==> config.mk <==
export PLATFORM = sky130hd
export DESIGN_NAME = decode
export DESIGN_NICKNAME = d
export VERILOG_FILES = /design/src/design/cpu_pkg.sv /design/src/design/decode.sv
export SDC_FILE = /design/constraint.sdc
export NUM_CORES = 1
export LEC_CHECK = 0
export ABC_AREA = 1
export BUFFER_PORTS_ARGS = -buffer_cell sky130_fd_sc_hd__buf_2
export CAP_MARGIN = 20
export CORE_MARGIN = 2
export CORE_UTILIZATION = 50
export CTS_CLUSTER_DIAMETER = 200
export CTS_CLUSTER_SIZE = 12
export DETAILED_ROUTE_END_ITERATION = 16
export PLACE_DENSITY = 0.84
export SLEW_MARGIN = 20
export SYNTH_ARGS = -nofsm -noshare
export SYNTH_HDL_FRONTEND = slang
export SYNTH_SLANG_ARGS = --single-unit
==> constraint.sdc <==
create_clock -name clk -period 4 [get_ports clk]
set_clock_uncertainty 0.2 [all_clocks]
set_input_delay 0.8 -clock clk [delete_from_list [all_inputs] [get_ports clk]]
set_output_delay 0.8 -clock clk [all_outputs]
set_load 0.02 [all_outputs]
==> src/design/cpu_pkg.sv <==
package cpu_pkg;

    typedef logic [31:0] word_t;
    typedef logic [4:0] reg_addr_t;
    typedef logic [6:0] opcode_t;

    // ALU operations known to execute
    typedef enum logic [2:0] {
        ALU_ADD    = 3'd0,
        ALU_SUB    = 3'd1,
        ALU_AND    = 3'd2,
        ALU_OR     = 3'd3,
        ALU_XOR    = 3'd4,
        ALU_SLT    = 3'd5,
        ALU_PASS_B = 3'd6  // LUI passes the immediate through
    } alu_op_t;

    typedef struct packed {
        alu_op_t alu_op;
        logic alu_src_imm;  // Second operand is the immediate
        logic mem_read;
        logic mem_write;
        logic reg_write;
        logic is_branch;
        logic branch_ne;    // BNE when set, BEQ otherwise
    } ctrl_t;

    // Fetch to decode
    typedef struct packed {
        logic valid;
        word_t pc;
        word_t instr;
    } if_de_t;

    // Decode to execute
    typedef struct packed {
        logic valid;
        word_t pc;
        word_t imm;
        reg_addr_t rs1;
        reg_addr_t rs2;
        reg_addr_t rd;
        word_t value1;
        word_t value2;
        ctrl_t ctrl;
    } de_ex_t;

    // Execute to memory
    typedef struct packed {
        logic valid;
        word_t result;      // ALU result, also the data address
        word_t store_data;
        reg_addr_t rd;
        ctrl_t ctrl;
    } ex_mem_t;

    // Memory to writeback, drives the register write port
    typedef struct packed {
        logic valid;
        logic reg_write;
        reg_addr_t rd;
        word_t value;
    } mem_wb_t;

    localparam opcode_t OP_R      = 7'b0110011;
    localparam opcode_t OP_I      = 7'b0010011;
    localparam opcode_t OP_LOAD   = 7'b0000011;
    localparam opcode_t OP_STORE  = 7'b0100011;
    localparam opcode_t OP_BRANCH = 7'b1100011;
    localparam opcode_t OP_LUI    = 7'b0110111;

endpackage

==> src/design/decode.sv <==
`timescale 1ns/1ps

module decode (
    input logic clk,
    input logic reset,
    input logic enable,
    input logic branch_taken,
    input cpu_pkg::if_de_t if_de,
    input cpu_pkg::word_t value1,
    input cpu_pkg::word_t value2,
    output cpu_pkg::reg_addr_t rs1,
    output cpu_pkg::reg_addr_t rs2,
    output logic hold,
    output cpu_pkg::de_ex_t de_ex
);
    cpu_pkg::opcode_t opcode;
    logic [2:0] funct3;
    logic funct7_5;          // Picks SUB over ADD
    cpu_pkg::reg_addr_t rd;
    cpu_pkg::word_t imm;
    cpu_pkg::ctrl_t ctrl;

    assign opcode = if_de.instr[6:0];
    assign rd = if_de.instr[11:7];
    assign funct3 = if_de.instr[14:12];
    assign rs1 = if_de.instr[19:15];
    assign rs2 = if_de.instr[24:20];
    assign funct7_5 = if_de.instr[30];

    always_comb begin
        ctrl = '0;
        imm = {{20{if_de.instr[31]}}, if_de.instr[31:20]};  // I-type
        case (opcode)
            cpu_pkg::OP_R: begin
                ctrl.reg_write = 1'b1;
                case (funct3)
                    3'b000: ctrl.alu_op = funct7_5 ? cpu_pkg::ALU_SUB : cpu_pkg::ALU_ADD;
                    3'b010: ctrl.alu_op = cpu_pkg::ALU_SLT;
                    3'b100: ctrl.alu_op = cpu_pkg::ALU_XOR;
                    3'b110: ctrl.alu_op = cpu_pkg::ALU_OR;
                    3'b111: ctrl.alu_op = cpu_pkg::ALU_AND;
                    default: ctrl.reg_write = 1'b0;
                endcase
            end
            cpu_pkg::OP_I: begin
                ctrl.reg_write = 1'b1;
                ctrl.alu_src_imm = 1'b1;
                case (funct3)
                    3'b000: ctrl.alu_op = cpu_pkg::ALU_ADD;
                    3'b100: ctrl.alu_op = cpu_pkg::ALU_XOR;
                    3'b110: ctrl.alu_op = cpu_pkg::ALU_OR;
                    3'b111: ctrl.alu_op = cpu_pkg::ALU_AND;
                    default: ctrl.reg_write = 1'b0;
                endcase
            end
            cpu_pkg::OP_LOAD: begin
                ctrl.alu_src_imm = 1'b1;
                ctrl.mem_read = (funct3 == 3'b010);  // LW only
                ctrl.reg_write = (funct3 == 3'b010);
            end
            cpu_pkg::OP_STORE: begin
                imm = {{20{if_de.instr[31]}}, if_de.instr[31:25], if_de.instr[11:7]};
                ctrl.alu_src_imm = 1'b1;
                ctrl.mem_write = (funct3 == 3'b010);  // SW only
            end
            cpu_pkg::OP_BRANCH: begin
                imm = {{20{if_de.instr[31]}}, if_de.instr[7], if_de.instr[30:25],
                       if_de.instr[11:8], 1'b0};
                ctrl.is_branch = (funct3[2:1] == 2'b00);  // BEQ and BNE
                ctrl.branch_ne = funct3[0];
            end
            cpu_pkg::OP_LUI: begin
                imm = {if_de.instr[31:12], 12'b0};
                ctrl.alu_op = cpu_pkg::ALU_PASS_B;
                ctrl.alu_src_imm = 1'b1;
                ctrl.reg_write = 1'b1;
            end
            default: ;  // No-op
        endcase
        if (rd == '0)
            ctrl.reg_write = 1'b0;  // x0 never written nor forwarded
    end

    // Load in execute feeding the instruction here
    assign hold = if_de.valid && de_ex.valid && de_ex.ctrl.mem_read && de_ex.ctrl.reg_write
                  && (de_ex.rd == rs1 || de_ex.rd == rs2);

    always_ff @(posedge clk) begin
        if (reset)
            de_ex <= '0;
        else if (enable) begin
            if (branch_taken || hold)
                de_ex <= '0;  // Bubble
            else
                de_ex <= '{valid: if_de.valid, pc: if_de.pc, imm: imm, rs1: rs1, rs2: rs2,
                           rd: rd, value1: value1, value2: value2, ctrl: ctrl};
        end
    end
endmodule

==> results of run 1 <==
## worst min-delay path: stages, from the launching register on
cell and delay (ps):
dfxtp_1 300, nand2_1 60, a21oi_1 50
## metrics by stage
step	utilization (%)	setup WS, ps	hold WS, ps	total power (uW)	std cells
2_1_floorplan	-	1350	341	1910	886
3_3_place_gp	60.7	1210	248	2080	1269
3_5_place_dp	60.7	1110	252	2090	1269
4_1_cts	65.0	1300	261	3620	1300
5_1_grt	65.0	1210	277	3740	1300
6_report	65.0	1280	260	3610	1300
## placed cells by master (no fill, tap or decap), types with 4 or more instances in the layout
cell type | Yosys | layout
a21oi_1 | 154 | 154
buf_2 | 17 | 294
buf_4 | 12 | 8
clkbuf_16 | 0 | 17
clkbuf_8 | 0 | 5
dfxtp_1 | 153 | 153
inv_1 | 25 | 24
nand2_1 | 218 | 218
nand2_2 | 4 | 4
nand3_1 | 36 | 36
nand4_1 | 153 | 153
nor2_1 | 22 | 22
o21ai_0 | 5 | 5
## power groups by stage
stage	Sequential [uW]	Combinational [uW]	Clock, uW
after floorplan	1710	200	0
final	1610	450	1550
after global routing	1620	486	1640
after detailed placement	1640	445	0
after CTS	1610	447	1570
after global placement	1640	440	0
## worst paths after layout
path / to / slack [ps] / cells after the start
worst min register to register: de_ex[145]$_SDFFE_PP0P_ / 260 / 2
worst max-delay path: hold / 1280 / 10
worst max register to register: de_ex[140]$_SDFFE_PP0P_ / 1810 / 9
worst min-delay path: de_ex[145]$_SDFFE_PP0P_ / 260 / 2
## logic make-up after synthesis
logic type / share of synthesized area (%)
AOI/OAI and AO/OA: 12.3
xor gates and xnor gates: 0.263
buffers and inverters: 9.22
DFF: 46.0
and+or+nand+nor: 32.2
## area by class of cell
| cell class | count | area, um2 | share of cell area (%) |
|---|---|---|---|
| clock buffer | 25 | 505 | 5.92 |
| clock inverter | 6 | 62.6 | 0.732 |
| inverter | 29 | 114 | 1.33 |
| multi-input combinational | 606 | 2990 | 35.0 |
| sequential | 153 | 3060 | 35.8 |
| tap | 176 | 220 | 2.58 |
| timing repair buffer | 305 | 1590 | 18.6 |
## per-layer routing
| metal | GRT usage, % | up-vias | routed length, um |
|---|---|---|---|
| li1 | - | 3521 | - |
| met1 | 36.6 | 3413 | 8540 |
| met2 | 43.2 | 355 | 9800 |
| met3 | 7.85 | 39 | 1790 |
| met4 | 10.7 | 0 | 531 |
| met5 | 0 | - | 0 |
==> impl_metrics.json, run 1 <==
{
  "status": "complete, no violations",
  "r2r-start": "de_ex[73]$_SDFFE_PP0P_",
  "syn-cell-area_um2": 6670,
  "root_buffer": "clkbuf_16",
  "clockBufferDepth": 2,
  "dieArea_um2": 14300,
  "cts.repair.resized": 0,
  "p_clk_share_pct": 42.9,
  "worstHoldStart": "de_ex[145]$_SDFFE_PP0P_",
  "dp.final_hpwl_um": 13200,
  "worstMarginPinSlew_ps": 930,
  "setup_tns_ps": 0,
  "grt_start_max_net_pins": 154,
  "area_delta_synth_final_pct": 28.2,
  "initial_utilization_pct": 50.7,
  "rsz0062_at_grt": "false",
  "synth_area_leaders": "dfxtp_1, nand4_1, nand2_1, a21oi_1, clkbuf_1",
  "ctsHoldBuffers": 0,
  "synth_area_leader_cell": "dfxtp_1",
  "nFillCells": 1184,
  "worst-path-buf-inv": 4,
  "path_delay_family": "simple AND/OR/NAND/NOR gates",
  "startpoint": "if_de[16]",
  "grt_pass1_vias": 6294,
  "critPathKind": "primary input to output port",
  "crit_path_max_fanout": 5,
  "slew_headroom_pct": 38.0,
  "core-area_um2": 13100,
  "synth_most_common_cell": "nand2_1",
  "finalHoldViolCount": 0,
  "syn-instance-count": 886,
  "routedWlPerCell_um": 15.9,
  "cts_setup_buffers": 0,
  "path_clk_slew_ps": 60,
  "ys.flop_type": "dfxtp_1",
  "top_register": "de_ex",
  "final_area_um2": 8540,
  "critPathMaxStageDelay_ps": 160,
  "power.density_nw_per_um2": 422,
  "gp_congestion": 0.947,
  "synth-seq-cells": 153,
  "num_antenna_cells": 0,
  "ant_nets": 0,
  "slowest_stage": "buf_2",
  "end_kind": "output port",
  "syn_area_per_cell_um2": 7.52,
  "via_count": 7328,
  "worst_setup_path_start_kind": "primary input",
  "chipHeight_um": 119,
  "num_rows": 42,
  "max_freq_ghz": 0.368,
  "grt_pass1_wl_um": 32200,
  "htree_levels": 4,
  "path_common_cell": "nand2_1",
  "ys_seq_area_share_pct": 46.0,
  "fp.dieW_um": 119,
  "power_frac_seq_pct": 44.6,
  "layout-drive-gt1-share_pct": 31.0,
  "firstDrtPassIters": 5,
  "reg.largest.list": "de_ex: 153 flops",
  "cts_tree": "built",
  "p_switching_uw": 938,
  "yosys-top-cells-count": "nand2_1, a21oi_1, dfxtp_1, nand4_1, clkbuf_1",
  "p_sw_share_pct": 26.0,
  "setup_violations": 0,
  "drv_cap": 0,
  "drtIter0Drc": 736,
  "ir_worst_vdd_mv": 0.324,
  "crit_arrival_ps": 1720,
  "slew_violations": 0,
  "ys_types": 25,
  "synth_edf_count": 0,
  "synthArstFlopShare_pct": 0,
  "largest_reg_flops": 153,
  "synth_top_area_share_pct": 46.0,
  "clock_latency_ps": 420,
  "internal_power_uw": 2670,
  "num-nets-final": 1245,
  "cp.required_ps": 3000,
  "period_minus_slack_ps": 2720,
  "grt-ovfl-total": 0,
  "cts_buffers": 17,
  "drt_wl_total_um": 20700,
  "antenna_found_initial": 0,
  "worstPathCellList": "buf_2 -> inv_1 -> nand2_1 -> nand2_1 -> nor2_1 -> nand3_1 -> nand2_1 -> nand2_4 -> inv_1 -> buf_2",
  "p_comb_share_pct": 12.5,
  "power.leakage_uw": 0.00384,
  "ioPinCount": 297,
  "port-buffer-count": 296,
  "vias_per_cell": 5.64,
  "min_path_type": "flip-flop to flip-flop",
  "synth.yosys.warnings": 0,
  "fin_crit_sh_pct": 68.0,
  "place_area_um2": 7980,
  "synth.net_count": 1019,
  "cts_sinks": 153,
  "grt_usage_pct": 27.8,
  "drc": 0
}
Power figures use the tool's default switching activity.
==> run 2, diff against run 1 <==
Settings changed: CORE_UTILIZATION 50 to 43, PLACE_DENSITY 0.84 to 0.77.
Clock period 4 ns to 2.3 ns, I/O delays scaled along.
==> run 2 against run 1 <==
Against the previous run: cell area is 3.4% higher; global-route usage is 2.9 points lower; first-iteration DRC count shrank 24%; clock-buffer cell count fell by 8; sequential share of layout area decreased by 1.0 points; non-clock buffer count increased by 14.
==> impl_metrics.json, run 2 (synthesized netlist as in run 1, its figures left out) <==
{
  "critPathMaxStageDelay_ps": 390,
  "critPathKind": "flip-flop to output port",
  "grt_pass1_vias": 6564,
  "num_antenna_cells": 0,
  "setup_violations": 0,
  "clock_latency_ps": 420,
  "layout_commonest_cell": "buf_2",
  "chipHeight_um": 129,
  "root_buffer": "clkbuf_16",
  "ant_nets": 0,
  "drv_cap": 0,
  "end_kind": "output port",
  "worstMarginPinSlew_ps": 453,
  "cts_setup_buffers": 0,
  "finalHoldViolCount": 0,
  "core-area_um2": 15200,
  "p_comb_share_pct": 12.7,
  "hold-path-endpoint": "de_ex[23]$_SDFFE_PP0P_",
  "via_count": 7279,
  "setup_slack_ps": 126,
  "reg.largest.list": "de_ex: 153 flops",
  "holdPathStages": 3,
  "use_met3_pct": 6.40,
  "r2r_end": "de_ex[115]$_SDFFE_PP0P_",
  "gp_congestion": 0.882,
  "num-nets-final": 1259,
  "path_clk_slew_ps": 70,
  "path_delay_family": "simple AND/OR/NAND/NOR gates",
  "status": "complete, no violations",
  "grt_start_max_net_pins": 71,
  "power.density_nw_per_um2": 724,
  "drt_wl_total_um": 21200,
  "dp.final_hpwl_um": 14400,
  "top_register": "de_ex",
  "worst_setup_path_start_kind": "flip-flop",
  "initial_utilization_pct": 43.8,
  "min_path_type": "primary input to flip-flop",
  "grt-ovfl-total": 0,
  "cts_sinks": 153,
  "slew_violations": 0,
  "ir_worst_vdd_mv": 0.780,
  "period_minus_slack_ps": 2170,
  "clockBufferDepth": 2,
  "fin_crit_sh_pct": 94.5,
  "htree_levels": 4,
  "final_area_um2": 8830,
  "worstPathCellList": "inv_1 -> nand2_1 -> nand2_1 -> nor2_1 -> nand3_1 -> nand2_2 -> nand2_4 -> inv_1 -> buf_4",
  "vias_per_cell": 5.49,
  "power_frac_seq_pct": 43.7,
  "worstHoldStart": "value2[14]",
  "place_ws_ps": 232,
  "finalPower_uw": 6400,
  "drc": 0,
  "ioPinCount": 297,
  "final_cell_mix": "buf_2, nand2_1, a21oi_1, nand4_1, dfxtp_1",
  "timing.hold.ws_ps": 104,
  "crit_path_max_fanout": 5,
  "num_rows": 45,
  "met2_usage_pct": 42.0,
  "cp.required_ps": 1640,
  "p_switching_uw": 1740,
  "worst-path-buf-inv": 3,
  "largest_reg_flops": 153,
  "grt_pass1_wl_um": 33200,
  "port-buffer-count": 296,
  "slew_headroom_pct": 69.7,
  "grt_util_met1_pct": 31.3,
  "rsz0062_at_grt": "false",
  "place_area_um2": 8220,
  "slowest_stage": "dfxtp_2",
  "r2r-start": "de_ex[73]$_SDFFE_PP0P_",
  "area_delta_synth_final_pct": 32.5,
  "drtIter0Drc": 562,
  "layout-drive-gt1-share_pct": 32.7,
  "cts_tree": "built",
  "fp.dieW_um": 129,
  "antenna_found_initial": 0,
  "cts_buffers": 17,
  "dieArea_um2": 16500,
  "r2r_slack_ps": 420,
  "busiest_layer": "met2",
  "p_clk_share_pct": 43.6,
  "power.leakage_uw": 0.00396,
  "internal_power_uw": 4650,
  "routedWlPerCell_um": 16.0,
  "rr_worst_depth": 11,
  "max_freq_ghz": 0.460,
  "p_sw_share_pct": 27.3,
  "firstDrtPassIters": 5,
  "setup_tns_ps": 0,
  "grt_usage_pct": 24.9,
  "crit_arrival_ps": 1510
}
-- run 2: final cells by class --
cell class	instances	area, um2
multi-input combinational	606	2990
fill	1465	6370
sequential	153	3080
clock inverter	15	165
timing repair buffer	319	1820
clock buffer	17	425
inverter	29	114
tap	188	235
-- run 2: what timing repair did --
item | CTS | global route
hold buffers | 0 | 0
setup endpoints to repair | 0 | 1
resized for setup | 0 | 10
-- run 2: worst max-delay path by stage --
stage          depth (start not counted)                endpoint                   start  slack (ps)
2_1_floorplan                         10                    hold  de_ex[77]$_SDFFE_PP0P_         250
3_3_place_gp                          12  de_ex[82]$_SDFFE_PP0P_               if_de[20]         230
3_5_place_dp                           8  de_ex[94]$_SDFFE_PP0P_                if_de[1]         230
4_1_cts                                9                    hold  de_ex[77]$_SDFFE_PP0P_          10
5_1_grt                                9                    hold  de_ex[77]$_SDFFE_PP0P_           4
6_report                               9                    hold  de_ex[75]$_SDFFE_PP0P_         130
-- run 2: per-layer routing --
| metal | vias up | part of all wire (%) |
|---|---|---|
| met4 | 0 | 1.5 |
| met3 | 23 | 7.8 |
| met2 | 323 | 49 |
| li1 | 3554 | - |
| met5 | - | 0 |
| met1 | 3379 | 41 |
-- run 2: worst min-delay path: stages --
cell,delay (ps)
buf_2,100
nand4_1,70
a21oi_1,50
-- run 2: power by group through the flow --
| stage | logic, uW | clock network (uW) | registers, uW |
|---|---|---|---|
| floorplan | 348 | 0 | 2980 |
| global placement | 798 | 0 | 2850 |
| detailed placement | 804 | 0 | 2860 |
| CTS | 807 | 2850 | 2800 |
| global route | 877 | 2950 | 2810 |
| finish | 811 | 2790 | 2800 |
-- run 2: metrics by stage --
stage          utilization, %  cells
6_report                 58.1   1327
5_1_grt                  58.1   1327
4_1_cts                  58.0   1327
3_5_place_dp             54.1   1295
3_3_place_gp             54.1   1295
2_1_floorplan               -    886
==> run 3, diff against run 2 <==
Settings changed: CAP_MARGIN 20 to not set, PLACE_DENSITY 0.77 to 0.74.
==> run 3 against run 2 <==
Against the previous run: sequential share of layout area decreased by 0.085 points; largest power group unchanged; register-to-register slack got worse by 70 ps; non-clock buffer count increased by 11; final cell count increased by 0.90%; first-iteration DRC count decreased by 2.7%; critical path depth unchanged; critical path type unchanged; setup slack got worse by 47 ps; routed wire length increased by 0.55%.
==> impl_metrics.json, run 3 (synthesized netlist as in run 1, its figures left out) <==
{
  "drt_wl_total_um": 21400,
  "num-nets-final": 1270,
  "critPathKind": "flip-flop to output port",
  "max_freq_ghz": 0.450,
  "layout-drive-gt1-share_pct": 33.1,
  "worstHoldStart": "value2[6]",
  "ir_worst_vdd_mv": 0.475,
  "dp.final_hpwl_um": 14400,
  "chipHeight_um": 129,
  "grt_usage_pct": 24.8,
  "setup_tns_ps": 0,
  "drc": 0,
  "timing.hold.ws_ps": 101,
  "crit_arrival_ps": 1560,
  "place_area_um2": 8250,
  "power.leakage_uw": 0.00399,
  "cts_buffers": 17,
  "startpoint": "de_ex[76]$_SDFFE_PP0P_",
  "root_buffer": "clkbuf_16",
  "num_rows": 45,
  "grt_pass1_vias": 6412,
  "fp.dieW_um": 129,
  "power.density_nw_per_um2": 701,
  "fin_crit_sh_pct": 96.6,
  "ant_nets": 0,
  "drtIter0Drc": 547,
  "grt-ovfl-total": 0,
  "post-route-util_pct": 58.3,
  "cp.required_ps": 1640,
  "slew_headroom_pct": 68.4,
  "antenna_found_initial": 1,
  "grt_pass1_wl_um": 32900,
  "end_kind": "output port",
  "port-buffer-count": 296,
  "vias_per_cell": 5.46,
  "setup_violations": 0,
  "final_area_um2": 8860,
  "finalHoldViolCount": 0,
  "drv_cap": 0,
  "grt_start_max_net_pins": 71,
  "slew_violations": 0,
  "r2r-start": "de_ex[77]$_SDFFE_PP0P_",
  "via_count": 7314,
  "initial_utilization_pct": 43.8,
  "htree_levels": 4,
  "ctsHoldBuffers": 0,
  "gp_congestion": 0.867,
  "worstMarginPinSlew_ps": 473,
  "ioPinCount": 297,
  "routedWlPerCell_um": 16.0,
  "clock_latency_ps": 420,
  "worst_setup_path_start_kind": "flip-flop",
  "min_path_type": "primary input to flip-flop",
  "status": "complete, no violations",
  "reg.largest.list": "de_ex: 153 flops",
  "final_cell_mix": "buf_2, nand2_1, a21oi_1, nand4_1, dfxtp_1",
  "cts_sinks": 153,
  "crit_path_max_fanout": 11,
  "firstDrtPassIters": 6,
  "period_minus_slack_ps": 2220,
  "path_clk_slew_ps": 60,
  "clockBufferDepth": 2,
  "dieArea_um2": 16500,
  "area_delta_synth_final_pct": 32.9,
  "largest_reg_flops": 153,
  "top_register": "de_ex",
  "layout_commonest_cell": "buf_2",
  "cts_tree": "built",
  "core-area_um2": 15200
}
## run 3: changes by cell type in the layout (fill, tap and decap cells not counted), sizes merged
cell and change:
clkinv +2, buf +11, inv -4, bufinv -1, clkbuf +3, diode +1
## run 3: metrics by stage
stage	total power [uW]	setup slack (ps)	std cells
6_report	6210	78.7	1339
3_3_place_gp	3650	242	1301
2_1_floorplan	3320	246	886
5_1_grt	6450	-4.54	1339
4_1_cts	6260	2.32	1333
3_5_place_dp	3660	204	1301
## run 3: layer usage
| layer | vias to the layer above | wire length (um) | track usage, % |
|---|---|---|---|
| met2 | 329 | 10400 | 39.6 |
| met4 | 0 | 435 | 8.63 |
| li1 | 3583 | - | - |
| met5 | - | 0 | 0 |
| met3 | 36 | 1730 | 7.23 |
| met1 | 3366 | 8800 | 32.1 |
## run 3: worst paths after layout
path	end	slack (ps)	cells past startpoint
setup reg to reg	de_ex[125]$_SDFFE_PP0P_	350	12
setup / recovery	hold	80	9
hold reg to reg	de_ex[21]$_SDFFE_PP0P_	260	2
hold / removal	de_ex[15]$_SDFFE_PP0P_	100	3
## run 3: report_power, final
group | switching, uW | internal [uW]
Clock | 1090 | 1510
Sequential | 51.1 | 2750
Combinational | 520 | 289
## run 3: layout make-up
| cell class | instances | area (um2) |
|---|---|---|
| Fill cell | 1454 | 6340 |
| Sequential cell | 153 | 3080 |
| Multi-Input combinational cell | 606 | 2990 |
| Timing Repair Buffer | 330 | 1890 |
| Clock buffer | 20 | 447 |
| Tap cell | 188 | 235 |
| Inverter | 29 | 114 |
| Clock inverter | 12 | 100 |
| Antenna cell | 1 | 2.50 |
## run 3: what timing repair did
item / in CTS / in global routing
hold endpoints to repair: 0 / 0
pin swaps: 0 / 1
endpoints found under the setup margin: 1 / 1
buffers inserted: 0 / 5
gates resized for setup: 5 / 5
## run 3: worst max-delay path, cell delays in order, from the launching register on
cell and delay (ps):
dfxtp_2 380, inv_1 50, nand2_1 50, nand2_1 50
nor2_1 80, nand3_1 80, nand2_1 110, nand2_4 110
inv_1 80, buf_4 130
